===== config.mk =====
export PLATFORM = sky130hd
export DESIGN_NAME = periph_top
export DESIGN_NICKNAME = d
export VERILOG_FILES = /design/src/hdl/bus_pkg.sv /design/src/hdl/periph_pkg.sv /design/src/hdl/periph_bus_if.sv /design/src/hdl/bus_decoder.sv /design/src/hdl/irq_ctrl.sv /design/src/hdl/periph_top.sv /design/src/hdl/timer.sv
export SDC_FILE = /design/constraint.sdc
export NUM_CORES = 1
export LEC_CHECK = 0
export BUFFER_PORTS_ARGS = -buffer_cell sky130_fd_sc_hd__buf_2
export CORE_ASPECT_RATIO = 1.4
export CORE_MARGIN = 2
export CORE_UTILIZATION = 36
export DETAILED_ROUTE_END_ITERATION = 10
export MAX_ROUTING_LAYER = met4
export SETUP_SLACK_MARGIN = 0.02
export SLEW_MARGIN = 20
export SYNTH_ARGS = -nofsm -noshare
export SYNTH_HDL_FRONTEND = slang
export SYNTH_SLANG_ARGS = --single-unit
export TNS_END_PERCENT = 20

===== constraint.sdc =====
create_clock -name clk -period 2.9 [get_ports clk]
set_input_delay 0.435 -clock clk [delete_from_list [all_inputs] [get_ports clk]]
set_output_delay 0.435 -clock clk [all_outputs]
set_load 0.01 [all_outputs]

===== src/hdl/bus_pkg.sv =====
// bus widths, slot address map and register offset field of the peripheral bus
`default_nettype none

package bus_pkg;

    // word wide data path
    localparam int DATA_W = 32;

    // full byte address from the processor
    localparam int ADDR_W = 32;

    // address bits that pick a slave slot
    localparam int SLOT_LSB = 12;
    localparam int SLOT_MSB = 15;
    localparam int SLOT_W   = SLOT_MSB - SLOT_LSB + 1;

    // mapped slots
    // any other slot value is answered by the decoder with zero data
    localparam logic [SLOT_W-1:0] SLOT_TIMER0 = 'd0;
    localparam logic [SLOT_W-1:0] SLOT_TIMER1 = 'd1;
    localparam logic [SLOT_W-1:0] SLOT_IRQ    = 'd2;

    // register offset inside a slot, taken from the low address bits
    localparam int OFFS_W = 4;

endpackage

`default_nettype wire


===== src/hdl/periph_pkg.sv =====
// register offsets and control bits of the timers and the interrupt controller
`default_nettype none

package periph_pkg;

    // timer register offsets
    localparam logic [bus_pkg::OFFS_W-1:0] TMR_REG_CTRL  = 'h0;
    localparam logic [bus_pkg::OFFS_W-1:0] TMR_REG_COUNT = 'h4;
    localparam logic [bus_pkg::OFFS_W-1:0] TMR_REG_VALUE = 'h8;

    // timer control bits
    // run enable, cleared by hardware on expiry
    localparam int CTRL_EN     = 0;
    // interrupt enable towards the interrupt controller
    localparam int CTRL_INT_EN = 1;
    // expiry flag, write 1 to clear
    localparam int CTRL_PEND   = 2;

    // interrupt controller register offsets
    localparam logic [bus_pkg::OFFS_W-1:0] IRQ_REG_STATUS = 'h0;
    localparam logic [bus_pkg::OFFS_W-1:0] IRQ_REG_MASK   = 'h4;

    // one source per timer
    localparam int NUM_IRQ = 2;

endpackage

`default_nettype wire


===== src/hdl/periph_bus_if.sv =====
// request and response bus between the address decoder and one slave
`timescale 1ns/1ps
`default_nettype none

interface periph_bus_if;
    import bus_pkg::*;

    // request side, single cycle strobe
    logic              req;
    logic              we;
    logic [ADDR_W-1:0] addr;
    logic [DATA_W-1:0] wdata;

    // response side, one cycle after req
    logic [DATA_W-1:0] rdata;
    logic              ack;

    // decoder end
    modport master (
        output req, we, addr, wdata,
        input  rdata, ack
    );

    // timer or irq controller end
    modport slave (
        input  req, we, addr, wdata,
        output rdata, ack
    );

endinterface

`default_nettype wire


===== src/hdl/bus_decoder.sv =====
// address decoder that routes bus requests to the slots and muxes the responses
`timescale 1ns/1ps
`default_nettype none

module bus_decoder (
    input  logic                       clk,
    input  logic                       rst_n,
    input  logic                       req_i,
    input  logic                       we_i,
    input  logic [bus_pkg::ADDR_W-1:0] addr_i,
    input  logic [bus_pkg::DATA_W-1:0] wdata_i,
    output logic [bus_pkg::DATA_W-1:0] rdata_o,
    output logic                       ack_o,
    periph_bus_if.master               tmr0_bus,
    periph_bus_if.master               tmr1_bus,
    periph_bus_if.master               irq_bus
);
    import bus_pkg::*;

    logic [SLOT_W-1:0] slot;
    logic [SLOT_W-1:0] slot_q;
    logic              slot_mapped;
    logic              unmapped_ack_q;

    // slot field of the current request
    assign slot        = addr_i[SLOT_MSB:SLOT_LSB];
    assign slot_mapped = (slot == SLOT_TIMER0) || (slot == SLOT_TIMER1) || (slot == SLOT_IRQ);

    // strobe only the addressed slave
    assign tmr0_bus.req = req_i && (slot == SLOT_TIMER0);
    assign tmr1_bus.req = req_i && (slot == SLOT_TIMER1);
    assign irq_bus.req  = req_i && (slot == SLOT_IRQ);

    // request fields go to every slave unchanged
    assign tmr0_bus.we    = we_i;
    assign tmr0_bus.addr  = addr_i;
    assign tmr0_bus.wdata = wdata_i;

    assign tmr1_bus.we    = we_i;
    assign tmr1_bus.addr  = addr_i;
    assign tmr1_bus.wdata = wdata_i;

    assign irq_bus.we     = we_i;
    assign irq_bus.addr   = addr_i;
    assign irq_bus.wdata  = wdata_i;

    // slot of last cycle selects this cycle's response
    // idle cycles are harmless since no slave acks without a request
    always_ff @(posedge clk) begin
        if (!rst_n) begin
            slot_q         <= '0;
            unmapped_ack_q <= 1'b0;
        end else begin
            slot_q         <= slot;
            // nobody else answers an unmapped slot
            unmapped_ack_q <= req_i && !slot_mapped;
        end
    end

    // response mux
    always_comb begin
        case (slot_q)
            SLOT_TIMER0: begin
                rdata_o = tmr0_bus.rdata;
                ack_o   = tmr0_bus.ack;
            end
            SLOT_TIMER1: begin
                rdata_o = tmr1_bus.rdata;
                ack_o   = tmr1_bus.ack;
            end
            SLOT_IRQ: begin
                rdata_o = irq_bus.rdata;
                ack_o   = irq_bus.ack;
            end
            default: begin
                // unmapped slot reads as zero
                rdata_o = '0;
                ack_o   = unmapped_ack_q;
            end
        endcase
    end

endmodule

`default_nettype wire


===== src/hdl/irq_ctrl.sv =====
// interrupt controller that masks the timer lines and merges them into one irq
`timescale 1ns/1ps
`default_nettype none

module irq_ctrl (
    input  logic                          clk,
    input  logic                          rst_n,
    periph_bus_if.slave                   bus,
    input  logic [periph_pkg::NUM_IRQ-1:0] irq_src_i,
    output logic                          irq_o
);
    import bus_pkg::*;
    import periph_pkg::*;

    logic [NUM_IRQ-1:0] status_q;
    logic [NUM_IRQ-1:0] mask_q;
    logic [DATA_W-1:0]  rdata_q;
    logic               ack_q;
    logic [DATA_W-1:0]  rd_mux;
    logic [OFFS_W-1:0]  offs;
    logic               wr_mask;

    assign offs    = bus.addr[OFFS_W-1:0];
    assign wr_mask = bus.req && bus.we && (offs == IRQ_REG_MASK);

    // status tracks the raw source levels
    // read only, writes to it are dropped
    always_ff @(posedge clk) begin
        if (!rst_n) begin
            status_q <= '0;
        end else begin
            status_q <= irq_src_i;
        end
    end

    // mask, one enable bit per source
    always_ff @(posedge clk) begin
        if (!rst_n) begin
            mask_q <= '0;
        end else if (wr_mask) begin
            mask_q <= bus.wdata[NUM_IRQ-1:0];
        end
    end

    // any unmasked source raises the processor interrupt
    assign irq_o = |(status_q & mask_q);

    // upper bits read as zero
    always_comb begin
        case (offs)
            IRQ_REG_STATUS: rd_mux = {{(DATA_W-NUM_IRQ){1'b0}}, status_q};
            IRQ_REG_MASK:   rd_mux = {{(DATA_W-NUM_IRQ){1'b0}}, mask_q};
            default:        rd_mux = '0;
        endcase
    end

    // response one cycle after the request
    always_ff @(posedge clk) begin
        if (!rst_n) begin
            rdata_q <= '0;
            ack_q   <= 1'b0;
        end else begin
            rdata_q <= (bus.req && !bus.we) ? rd_mux : '0;
            ack_q   <= bus.req;
        end
    end

    assign bus.rdata = rdata_q;
    assign bus.ack   = ack_q;

endmodule

`default_nettype wire


===== src/hdl/periph_top.sv =====
// peripheral block top with the decoder, two timers and the interrupt controller
`timescale 1ns/1ps
`default_nettype none

module periph_top (
    input  logic                       clk,
    input  logic                       rst_n,
    input  logic                       req_i,
    input  logic                       we_i,
    input  logic [bus_pkg::ADDR_W-1:0] addr_i,
    input  logic [bus_pkg::DATA_W-1:0] wdata_i,
    output logic [bus_pkg::DATA_W-1:0] rdata_o,
    output logic                       ack_o,
    output logic                       irq_o
);
    import periph_pkg::*;

    // raw timer interrupt levels
    // bit 0 is timer0, bit 1 is timer1
    logic [NUM_IRQ-1:0] irq_src;

    // one bus per slot
    periph_bus_if tmr0_if ();
    periph_bus_if tmr1_if ();
    periph_bus_if irq_if ();

    bus_decoder bus_decoder_i (
        .clk      (clk),
        .rst_n    (rst_n),
        .req_i    (req_i),
        .we_i     (we_i),
        .addr_i   (addr_i),
        .wdata_i  (wdata_i),
        .rdata_o  (rdata_o),
        .ack_o    (ack_o),
        .tmr0_bus (tmr0_if.master),
        .tmr1_bus (tmr1_if.master),
        .irq_bus  (irq_if.master)
    );

    timer timer0 (
        .clk   (clk),
        .rst_n (rst_n),
        .bus   (tmr0_if.slave),
        .int_o (irq_src[0])
    );

    timer timer1 (
        .clk   (clk),
        .rst_n (rst_n),
        .bus   (tmr1_if.slave),
        .int_o (irq_src[1])
    );

    irq_ctrl irq_ctrl_i (
        .clk       (clk),
        .rst_n     (rst_n),
        .bus       (irq_if.slave),
        .irq_src_i (irq_src),
        .irq_o     (irq_o)
    );

endmodule

`default_nettype wire


===== src/hdl/timer.sv =====
// 32-bit up-counting timer with compare value, enable and pending interrupt flag
`timescale 1ns/1ps
`default_nettype none

module timer (
    input  logic        clk,
    input  logic        rst_n,
    periph_bus_if.slave bus,
    output logic        int_o
);
    import bus_pkg::*;
    import periph_pkg::*;

    logic [DATA_W-1:0] ctrl_q;
    logic [DATA_W-1:0] count_q;
    logic [DATA_W-1:0] value_q;
    logic [DATA_W-1:0] rdata_q;
    logic              ack_q;
    logic [DATA_W-1:0] rd_mux;
    logic [OFFS_W-1:0] offs;
    logic              wr_ctrl;
    logic              wr_value;
    logic              expire;

    assign offs     = bus.addr[OFFS_W-1:0];
    assign wr_ctrl  = bus.req && bus.we && (offs == TMR_REG_CTRL);
    assign wr_value = bus.req && bus.we && (offs == TMR_REG_VALUE);

    // count has reached compare while running
    // independent of any bus activity
    assign expire = ctrl_q[CTRL_EN] && (count_q == value_q);

    // level interrupt, held until software clears pending
    assign int_o = ctrl_q[CTRL_PEND] && ctrl_q[CTRL_INT_EN];

    // control register
    always_ff @(posedge clk) begin
        if (!rst_n) begin
            ctrl_q <= '0;
        end else begin
            if (wr_ctrl) begin
                // spare bits are stored as written
                ctrl_q <= bus.wdata;
                // pending only drops on a written 1
                ctrl_q[CTRL_PEND] <= ctrl_q[CTRL_PEND] && !bus.wdata[CTRL_PEND];
            end
            // expiry wins over a concurrent write
            if (expire) begin
                ctrl_q[CTRL_EN]   <= 1'b0;
                ctrl_q[CTRL_PEND] <= 1'b1;
            end
        end
    end

    // counter
    always_ff @(posedge clk) begin
        if (!rst_n) begin
            count_q <= '0;
        end else if (!ctrl_q[CTRL_EN] || expire) begin
            // parked at zero while stopped
            count_q <= '0;
        end else begin
            count_q <= count_q + 1'b1;
        end
    end

    // compare value
    always_ff @(posedge clk) begin
        if (!rst_n) begin
            value_q <= '0;
        end else if (wr_value) begin
            value_q <= bus.wdata;
        end
    end

    // read select, count offset is read only
    always_comb begin
        case (offs)
            TMR_REG_CTRL:  rd_mux = ctrl_q;
            TMR_REG_COUNT: rd_mux = count_q;
            TMR_REG_VALUE: rd_mux = value_q;
            default:       rd_mux = '0;
        endcase
    end

    // registered response, one cycle after the request
    always_ff @(posedge clk) begin
        if (!rst_n) begin
            rdata_q <= '0;
            ack_q   <= 1'b0;
        end else begin
            rdata_q <= (bus.req && !bus.we) ? rd_mux : '0;
            ack_q   <= bus.req;
        end
    end

    assign bus.rdata = rdata_q;
    assign bus.ack   = ack_q;

endmodule

`default_nettype wire


==> results.json, run 1 <==
{
  "status": "finished clean",
  "critical-path-slowest-cell": "dfxtp_1",
  "asyncSetResetFlopFracSynth_pct": 0,
  "grt.met1_usage_pct": 25.6,
  "globalRouteMet3Util_pct": 1.76,
  "syn-mean-instance-area_um2": 8.55,
  "critical-path-max-stage-delay_ns": 0.51,
  "busiest_layer": "met2",
  "effective_utilization_at_floorplan_pct": 36.6,
  "yosysWarnings": 0,
  "startpoint_types": "flop",
  "timing.critical_path.depth": 4,
  "post_cts.repair.setup_buffers": 0,
  "layout_min_cycle_time_ns": 2.60,
  "clock.fmax_mhz": 384,
  "crit_path_end_kind": "primary output",
  "layout-drive-gt1-share_pct": 12.3,
  "clk-insertion-delay-late_ns": 0.55,
  "syn-num-nets": 1388,
  "antenna_fix_cells": 0,
  "overflow": 0,
  "first_pass_grt_wire_length_mm": 52.0,
  "worst_pin_slew_ns": 0.817,
  "mostFrequentLayoutCell": "nand2_1",
  "report.power.total_mw": 7.35,
  "wl_per_cell_um": 19.2,
  "globalRouteTotalUtil_pct": 20.6,
  "clock_sinks": 270,
  "port_buffers": 77,
  "use_met2_pct": 33.5,
  "vias_in_the_first_global_route": 9064,
  "worst-r2r-setup-slack_ns": 0.71,
  "die_y_um": 213,
  "dieArea_um2": 32800,
  "holdPathEnd": "irq_ctrl_i.bus.rdata[0]$_SDFF_PN0_",
  "critical-path-top-delay-family": "buffers and inverters",
  "period_share_pct": 89.8,
  "crit_path_max_fanout": 30,
  "timing.rr.start": "timer1.count_q[3]$_SDFF_PP0_",
  "finish.utilization_pct": 41.6,
  "cts_inserted_buffers": 26,
  "ff2ff_path_depth": 6,
  "core.rowCount": 76,
  "ctsHoldBuffers": 0,
  "postSynth.topFlopCell": "dfxtp_1",
  "fin_setup_tns_ns": 0,
  "rsz0062_at_grt": "false",
  "most-common-layout-cells": "nand2_1 (279), dfxtp_1 (270), nor2_1 (146)",
  "tritoncts": "built",
  "cts-htree-levels": 1,
  "largest_net_degree_at_the_start_of_global_routing": 72,
  "synth_edf_count": 0,
  "post_synth_instance_area_um2": 11300,
  "clk_transition_reported_paths_ns": 0.06,
  "timing.critical_path.buf_inv": 2,
  "post-place-ws_ns": 0.676,
  "timing_hold_violations_final": 0,
  "antenna_violations_before_repair": 0,
  "seq_area_frac_synth_pct": 47.9,
  "hpwl_mm": 22.8,
  "design_area_um2": 12800,
  "ioPinCount": 102,
  "synthDistinctLibCells": 43,
  "hold_depth": 2,
  "arrival_time_worst_endpoint_ns": 2.17,
  "vias": 9586,
  "setup-violations-final": 0,
  "setup_ws_ns": 0.297,
  "clock_tree.root_cell": "clkbuf_16",
  "place_congestion": 0.882,
  "totalWireLength_mm": 33.6,
  "number_of_remaining_drc_errors": 0,
  "flow.area_growth_from_synthesis_pct": 13.7,
  "p_per_area_nw_per_um2": 574,
  "antenna_violating_nets_post_route": 0,
  "hp-class": "primary input to flop",
  "max_slew_margin_pct": 45.6,
  "data_required_time_of_the_worst_path_ns": 2.47,
  "drt_first_pass_iters": 8,
  "die_w_um": 154,
  "worst_clock_skew_on_the_final_layout_ns": 0.0113,
  "r2r_end": "timer1.count_q[19]$_SDFF_PP0_",
  "clock_path_buffers": 3,
  "design.core.area_um2": 30800,
  "drv.max_cap_violation_count": 0,
  "total_leakage_power_nw": 4.64,
  "post_synthesis_sequential_element_count": 270,
  "nNetsFinal": 1414,
  "path_class": "flop to primary output",
  "post_cts_resize_count": 0,
  "placed_area_um2": 12000,
  "timing.final.max_slew_violations": 0,
  "path_cells": "nor4b_2 > buf_4 > a22o_1 > buf_2",
  "dr.first_iter.drc_count": 1143,
  "route.detailed.vias_per_inst": 5.47,
  "launch_point_of_the_worst_hold_path": "we_i",
  "netlist_instances": 1318,
  "vdd.ir_drop.worst_mv": 0.347
}
[how the worst max path moves through the flow]
stage	from	endpoint
finish	bus_decoder_i.slot_q[0]$_SDFF_PN0_	rdata_o[10]
global route	bus_decoder_i.slot_q[0]$_SDFF_PN0_	rdata_o[26]
CTS	bus_decoder_i.slot_q[0]$_SDFF_PN0_	rdata_o[26]
detailed placement	timer0.count_q[18]$_SDFF_PP0_	timer0.count_q[15]$_SDFF_PP0_
global placement	timer1.count_q[3]$_SDFF_PP0_	timer1.count_q[16]$_SDFF_PP0_
floorplan	bus_decoder_i.slot_q[0]$_SDFF_PN0_	rdata_o[10]
[cells in the mapped netlist (all sizes together) (4+ instances only)]
master | n | area [um2]
o21ai | 4 | 20.0
xnor2 | 25 | 219
inv | 7 | 26.3
nand4 | 22 | 138
nand2 | 279 | 1050
a222oi | 64 | 641
buf | 38 | 193
a22o | 31 | 272
and4 | 11 | 96.3
nor4b | 4 | 53.8
a21oi | 130 | 651
dfxtp | 270 | 5410
nor2 | 147 | 554
and3 | 14 | 87.6
nor3 | 11 | 55.1
and2 | 9 | 56.3
nand3 | 35 | 185
mux2i | 4 | 40.0
clkbuf | 68 | 255
nor4 | 27 | 248
xor2 | 98 | 858
[layer usage]
layer	vias to the layer above	share of wire (%)
met5	-	0
met4	0	5.2
met3	84	4.7
met2	322	48
met1	4568	42
li1	4612	-
[through the flow]
step | hold WS [ns] | instances
2_1_floorplan | 0.436 | 1318
5_1_grt | 0.147 | 1753
4_1_cts | 0.115 | 1753
6_report | 0.133 | 1753
3_3_place_gp | 0.441 | 1706
3_5_place_dp | 0.446 | 1706
[flip-flops by register name (all words and copies together), names as in the netlist, 32 cells and up]
name	flops
timer1.bus.rdata	32
timer0.bus.rdata	32
timer0.count_q	32
timer0.ctrl_q	32
timer1.ctrl_q	32
timer1.count_q	32
timer0.value_q	32
timer1.value_q	32
[area by class of cell]
class,instances,area [um2]
well taps,390,488
multi-input cells,935,5420
clock buffers,36,769
inverters,7,27.5
fillers,3102,18000
flip-flops and latches,270,5410
repair buffers,104,613
clock inverters,11,95.1
[cell families after synthesis]
kind of cell / count (synthesis) / share of synthesized area, %
DFF: 270 / 47.9
xor gates and xnor gates: 123 / 9.56
muxes: 4 / 0.355
AOI/OAI and AO/OA: 238 / 14.8
buffers and inverters: 113 / 4.21
and+or+nand+nor: 568 / 22.9
adders and majority gates: 2 / 0.222
[report_power, final]
group / switching, mW / internal (mW) / leakage (nW) / total [mW]
combinational: 0.153 / 0.0462 / 2.04 / 0.199
sequential: 0.00752 / 3.71 / 2.17 / 3.72
clock: 1.49 / 1.95 / 0.427 / 3.44
total: 1.65 / 5.71 / 4.64 / 7.35
(Power assumes the default switching activity.)
==> inputs of run 2 (changes only) <==
Settings changed: CORE_MARGIN 2 to unset, TNS_END_PERCENT 20 to unset.
==> run 2 against run 1 <==
Against the previous run: final area up 0.29%; hold slack improved by 0.012 ns; maximum frequency up 2.2%; cell count stayed put; clock-buffer cell count up 5; first-iteration DRC count rose by 5.9%; via count is 0.65% higher; critical endpoint unchanged; largest cell class unchanged; largest power group unchanged.
==> results.json, run 2 (synthesis gave the netlist of run 1 again) <==
{
  "status": "finished clean",
  "data_required_time_of_the_worst_path_ns": 2.47,
  "path_cells": "nor4b_2 > buf_4 > a22o_1 > buf_2",
  "clk_transition_reported_paths_ns": 0.06,
  "setup-violations-final": 0,
  "post_cts_resize_count": 0,
  "critical-path-slowest-cell": "dfxtp_1",
  "place_congestion": 0.899,
  "layout-drive-gt1-share_pct": 12.0,
  "overflow": 0,
  "period_share_pct": 87.8,
  "seqCellArea_um2": 5410,
  "antenna_fix_cells": 0,
  "hp-class": "primary input to flop",
  "post_cts.repair.setup_buffers": 0,
  "vias_in_the_first_global_route": 9128,
  "drv.max_cap_violation_count": 0,
  "fillers": 3085,
  "launch_point_of_the_worst_hold_path": "we_i",
  "totalWireLength_mm": 33.9,
  "path_class": "flop to primary output",
  "die_w_um": 152,
  "nNetsFinal": 1416,
  "max_slew_margin_pct": 56.3,
  "timing.critical_path.buf_inv": 2,
  "cts-htree-levels": 1,
  "tritoncts": "built",
  "finish.utilization_pct": 41.7,
  "crit_path_end_kind": "primary output",
  "core.rowCount": 76,
  "arrival_time_worst_endpoint_ns": 2.11,
  "pwr-share-clk_pct": 46.3,
  "startpoint_types": "flop",
  "worst_clock_skew_on_the_final_layout_ns": 0.00851,
  "ioPinCount": 102,
  "crit_path_max_fanout": 30,
  "dieArea_um2": 32000,
  "first_pass_grt_wire_length_mm": 52.5,
  "p_per_area_nw_per_um2": 569,
  "number_of_remaining_drc_errors": 0,
  "report.power.total_mw": 7.31,
  "effective_utilization_at_floorplan_pct": 36.6,
  "clock_tree.root_cell": "clkbuf_16",
  "hpwl_mm": 22.5,
  "timing.rr.start": "timer1.count_q[3]$_SDFF_PP0_",
  "globalRouteTotalUtil_pct": 21.8,
  "power_switching_mw": 1.60,
  "p_seq_share_pct": 50.9,
  "layout_min_cycle_time_ns": 2.55,
  "worstSetupStartpoint": "bus_decoder_i.slot_q[0]$_SDFF_PN0_",
  "dr.first_iter.drc_count": 1211,
  "die_y_um": 211,
  "timing_hold_violations_final": 0,
  "rsz0062_at_grt": "false",
  "cts_inserted_buffers": 27,
  "final_cell_count_no_fill": 1753,
  "vdd.ir_drop.worst_mv": 0.307,
  "clk-insertion-delay-late_ns": 0.52,
  "clock_path_buffers": 3,
  "antenna_violating_nets_post_route": 0,
  "design.core.area_um2": 30800,
  "combPwrFrac_pct": 2.8,
  "clock_sinks": 270,
  "multi_input_area_um2": 5420,
  "clock.fmax_mhz": 393,
  "vias": 9648,
  "timing.final.max_slew_violations": 0,
  "wl_per_cell_um": 19.3,
  "total_leakage_power_nw": 4.65,
  "largest_net_degree_at_the_start_of_global_routing": 69,
  "fin_setup_tns_ns": 0,
  "route.detailed.vias_per_inst": 5.50,
  "placedCellCount": 1707,
  "int_power_mw": 5.72,
  "ctsHoldBuffers": 0,
  "critical-path-max-stage-delay_ns": 0.50,
  "port_buffers": 77,
  "flow.area_growth_from_synthesis_pct": 14.1,
  "drt_first_pass_iters": 9,
  "antenna_violations_before_repair": 0,
  "mostFrequentLayoutCell": "nand2_1",
  "switching_share_pct": 21.8,
  "worst_pin_slew_ns": 0.651,
  "critical-path-top-delay-family": "buffers and inverters",
  "most-common-layout-cells": "nand2_1 (279), dfxtp_1 (270), nor2_1 (146)"
}
## run 2: cell types whose count changed in the layout (fill, tap and decap cells not counted), sizes merged
cell,previous run,this run
clkbuf,36,41
clkinvlp,2,0
clkinv,8,4
buf,104,105
## run 2: metal layers
metal | track usage [%] | wire length, um
met3 | 1.88 | 1730
met5 | - | 0
met4 | 10.3 | 1670
met1 | 27.7 | 14000
met2 | 34.8 | 16500
## run 2: worst paths after layout
kind	end	slack, ns	cells past startpoint
worst max-delay path	rdata_o[10]	0.35	4
worst min-delay path	irq_ctrl_i.bus.rdata[0]$_SDFF_PN0_	0.15	2
worst max register to register	timer1.count_q[18]$_SDFF_PP0_	0.74	6
worst min register to register	timer1.ctrl_q[24]$_SDFFE_PN0P_	0.46	2
## run 2: area by class of cell
cell class | count | area share (%)
multi-input combinational | 935 | 42.2
sequential | 270 | 42.0
clock buffer | 41 | 6.13
timing repair buffer | 105 | 5.22
tap | 390 | 3.79
clock inverter | 5 | 0.438
inverter | 7 | 0.214
## run 2: power groups by stage
| stage | sequential [mW] | clock [mW] | combinational, mW |
|---|---|---|---|
| 2_1_floorplan | 3.80 | 0 | 0.0807 |
| 3_3_place_gp | 3.80 | 0 | 0.203 |
| 3_5_place_dp | 3.80 | 0 | 0.203 |
| 4_1_cts | 3.72 | 3.45 | 0.203 |
| 5_1_grt | 3.72 | 3.61 | 0.217 |
| 6_report | 3.72 | 3.39 | 0.206 |
## run 2: worst reg2reg max path, stage by stage, from the launching register on
cell and delay (ns):
dfxtp_1 0.44, xor2_1 0.20, nor4_1 0.42, nand4_1 0.27
o211ai_2 0.24, buf_4 0.35, nor2_1 0.11
## run 2: stage by stage
step | hold WS [ns] | instance area [um2] | setup WS [ns]
global route | 0.151 | 12900 | 0.262
detailed placement | 0.446 | 12000 | 0.665
CTS | 0.126 | 12900 | 0.335
floorplan | 0.436 | 11300 | 1.05
finish | 0.145 | 12900 | 0.354
global placement | 0.441 | 12000 | 0.689
==> inputs of run 3 (changes only) <==
Settings changed: CORE_MARGIN set to 5.
==> run 3 against run 2 <==
Against the previous run: routed wire length fell by 0.73%; global-route usage fell by 2.8 points; utilization fell by 0.096 points; hold slack improved by 0.0071 ns; first-iteration DRC count fell by 5.3%; clock-buffer cell count did not move; worst setup slack improved by 0.0030 ns; combinational power fell by 2%; cell count rose by 0.23%; clock skew rose by 0.012 ns; sequential cell count did not move; critical path type unchanged; largest cell class unchanged; highest routed layer unchanged.
==> results.json, run 3 (synthesis gave the netlist of run 1 again) <==
{
  "post_cts_resize_count": 0,
  "critical-path-max-stage-delay_ns": 0.49,
  "path_class": "flop to primary output",
  "cts-htree-levels": 1,
  "first_pass_grt_wire_length_mm": 52.0,
  "place_congestion": 0.900,
  "timing.critical_path.depth": 4,
  "mostFrequentLayoutCell": "nand2_1",
  "startpoint_types": "flop",
  "overflow": 0,
  "design_area_um2": 12900,
  "total_leakage_power_nw": 4.66,
  "rsz0062_at_grt": "false",
  "status": "finished clean",
  "wl_per_cell_um": 19.1,
  "largest_net_degree_at_the_start_of_global_routing": 81,
  "antenna_violations_before_repair": 1,
  "combPwrFrac_pct": 2.7,
  "timing.final.max_slew_violations": 0,
  "path_cells": "nor4b_2 > buf_4 > a22o_1 > buf_2",
  "totalWireLength_mm": 33.6,
  "clock_sinks": 270,
  "vias_in_the_first_global_route": 9004,
  "worstSetupStartpoint": "bus_decoder_i.slot_q[0]$_SDFF_PN0_",
  "globalRouteTotalUtil_pct": 19.0,
  "critical-path-slowest-cell": "dfxtp_1",
  "p_seq_share_pct": 50.3,
  "tritoncts": "built",
  "worst_clock_skew_on_the_final_layout_ns": 0.0209,
  "timing_hold_violations_final": 0,
  "placed_area_um2": 12000,
  "design.core.area_um2": 30900,
  "setup-violations-final": 0,
  "max_slew_margin_pct": 56.9,
  "flow.area_growth_from_synthesis_pct": 14.2,
  "ctsHoldBuffers": 0,
  "period_share_pct": 87.7,
  "fin_setup_tns_ns": 0,
  "clk_transition_reported_paths_ns": 0.06,
  "number_of_remaining_drc_errors": 0,
  "die_w_um": 160,
  "vdd.ir_drop.worst_mv": 0.366,
  "layout_min_cycle_time_ns": 2.54,
  "layout-drive-gt1-share_pct": 12.2,
  "die_y_um": 219,
  "drt_first_pass_iters": 7,
  "dieArea_um2": 35000,
  "crit_path_max_fanout": 30,
  "data_required_time_of_the_worst_path_ns": 2.47,
  "r2r_end": "timer1.count_q[2]$_SDFF_PP0_",
  "effective_utilization_at_floorplan_pct": 36.5,
  "ff2ff_path_depth": 6,
  "ioPinCount": 102,
  "antenna_violating_nets_post_route": 0,
  "p_per_area_nw_per_um2": 574,
  "switching_share_pct": 21.5,
  "dr.first_iter.drc_count": 1147,
  "holdWs_ns": 0.152,
  "arrival_time_worst_endpoint_ns": 2.11,
  "drv.max_cap_violation_count": 0,
  "worst-r2r-setup-slack_ns": 0.83,
  "worst_pin_slew_ns": 0.641,
  "clock_path_buffers": 3,
  "timing.rr.start": "timer1.count_q[3]$_SDFF_PP0_",
  "crit_path_end_kind": "primary output",
  "critical-path-top-delay-family": "buffers and inverters",
  "power_switching_mw": 1.59,
  "most-common-layout-cells": "nand2_1 (279), dfxtp_1 (270), nor2_1 (146)",
  "pwr-share-clk_pct": 46.9,
  "port_buffers": 77,
  "clk-insertion-delay-late_ns": 0.54,
  "core.rowCount": 76,
  "hp-class": "primary input to flop",
  "vias": 9542,
  "hpwl_mm": 22.9,
  "worstSetupEndpoint": "rdata_o[10]",
  "clock.fmax_mhz": 393,
  "route.detailed.vias_per_inst": 5.43,
  "cts_inserted_buffers": 26,
  "clock_tree.root_cell": "clkbuf_16",
  "nNetsFinal": 1418,
  "fillers": 3029,
  "timing.critical_path.buf_inv": 2,
  "post_cts.repair.setup_buffers": 0,
  "int_power_mw": 5.80
}
run 3: through the flow:
step	util [%]	setup WS, ns	std cells	power [mW]
final	41.6	0.357	1757	7.39
after global routing	41.6	0.222	1757	7.60
after CTS	41.6	0.315	1756	7.45
after detailed placement	38.8	0.728	1710	4.00
after global placement	38.8	0.752	1710	4.00
after floorplan	-	1.05	1318	3.88
run 3: worst min path at each step:
stage	start	to	slack [ns]	depth (start not counted)
after global placement	timer0.ctrl_q[22]$_SDFFE_PN0P_	timer0.ctrl_q[22]$_SDFFE_PN0P_	0.44	2
after CTS	req_i	bus_decoder_i.unmapped_ack_q$_SDFF_PN0_	0.13	3
after floorplan	timer0.ctrl_q[10]$_SDFFE_PN0P_	timer0.ctrl_q[10]$_SDFFE_PN0P_	0.44	2
after global routing	we_i	irq_ctrl_i.bus.rdata[0]$_SDFF_PN0_	0.15	2
final	we_i	irq_ctrl_i.bus.rdata[0]$_SDFF_PN0_	0.15	2
after detailed placement	timer1.ctrl_q[23]$_SDFFE_PN0P_	timer1.ctrl_q[23]$_SDFFE_PN0P_	0.45	2
run 3: cell type report:
class	count	area [um2]	share of cell area [%]
flip-flops and latches	270	5410	42.0
clock buffers	41	788	6.12
repair buffers	108	656	5.09
inverters	7	27.5	0.214
multi-input cells	935	5420	42.1
clock inverters	5	78.8	0.612
well taps	390	488	3.79
diodes	1	2.50	0.0194
run 3: worst register-to-register path, delay by kind of cell (launching register included):
kind / cells / cell delay, ns
AOI/OAI and AO/OA: 1 / 0.23
xor gates and xnor gates: 1 / 0.19
buffers and inverters: 1 / 0.35
DFF: 1 / 0.45
and+or+nand+nor: 3 / 0.74
run 3: power by group through the flow:
stage / logic (mW) / registers [mW] / clock network [mW]
global placement: 0.198 / 3.80 / 0
global route: 0.211 / 3.72 / 3.67
CTS: 0.198 / 3.72 / 3.53
floorplan: 0.0807 / 3.80 / 0
detailed placement: 0.198 / 3.80 / 0
finish: 0.201 / 3.72 / 3.47
run 3: per-layer routing:
layer	track usage [%]	part of all wire (%)	up-vias
met5	-	0	-
met4	9.09	4.7	0
met3	1.90	4.8	71
met2	31.7	49	280
met1	23.2	42	4565
li1	-	-	4626
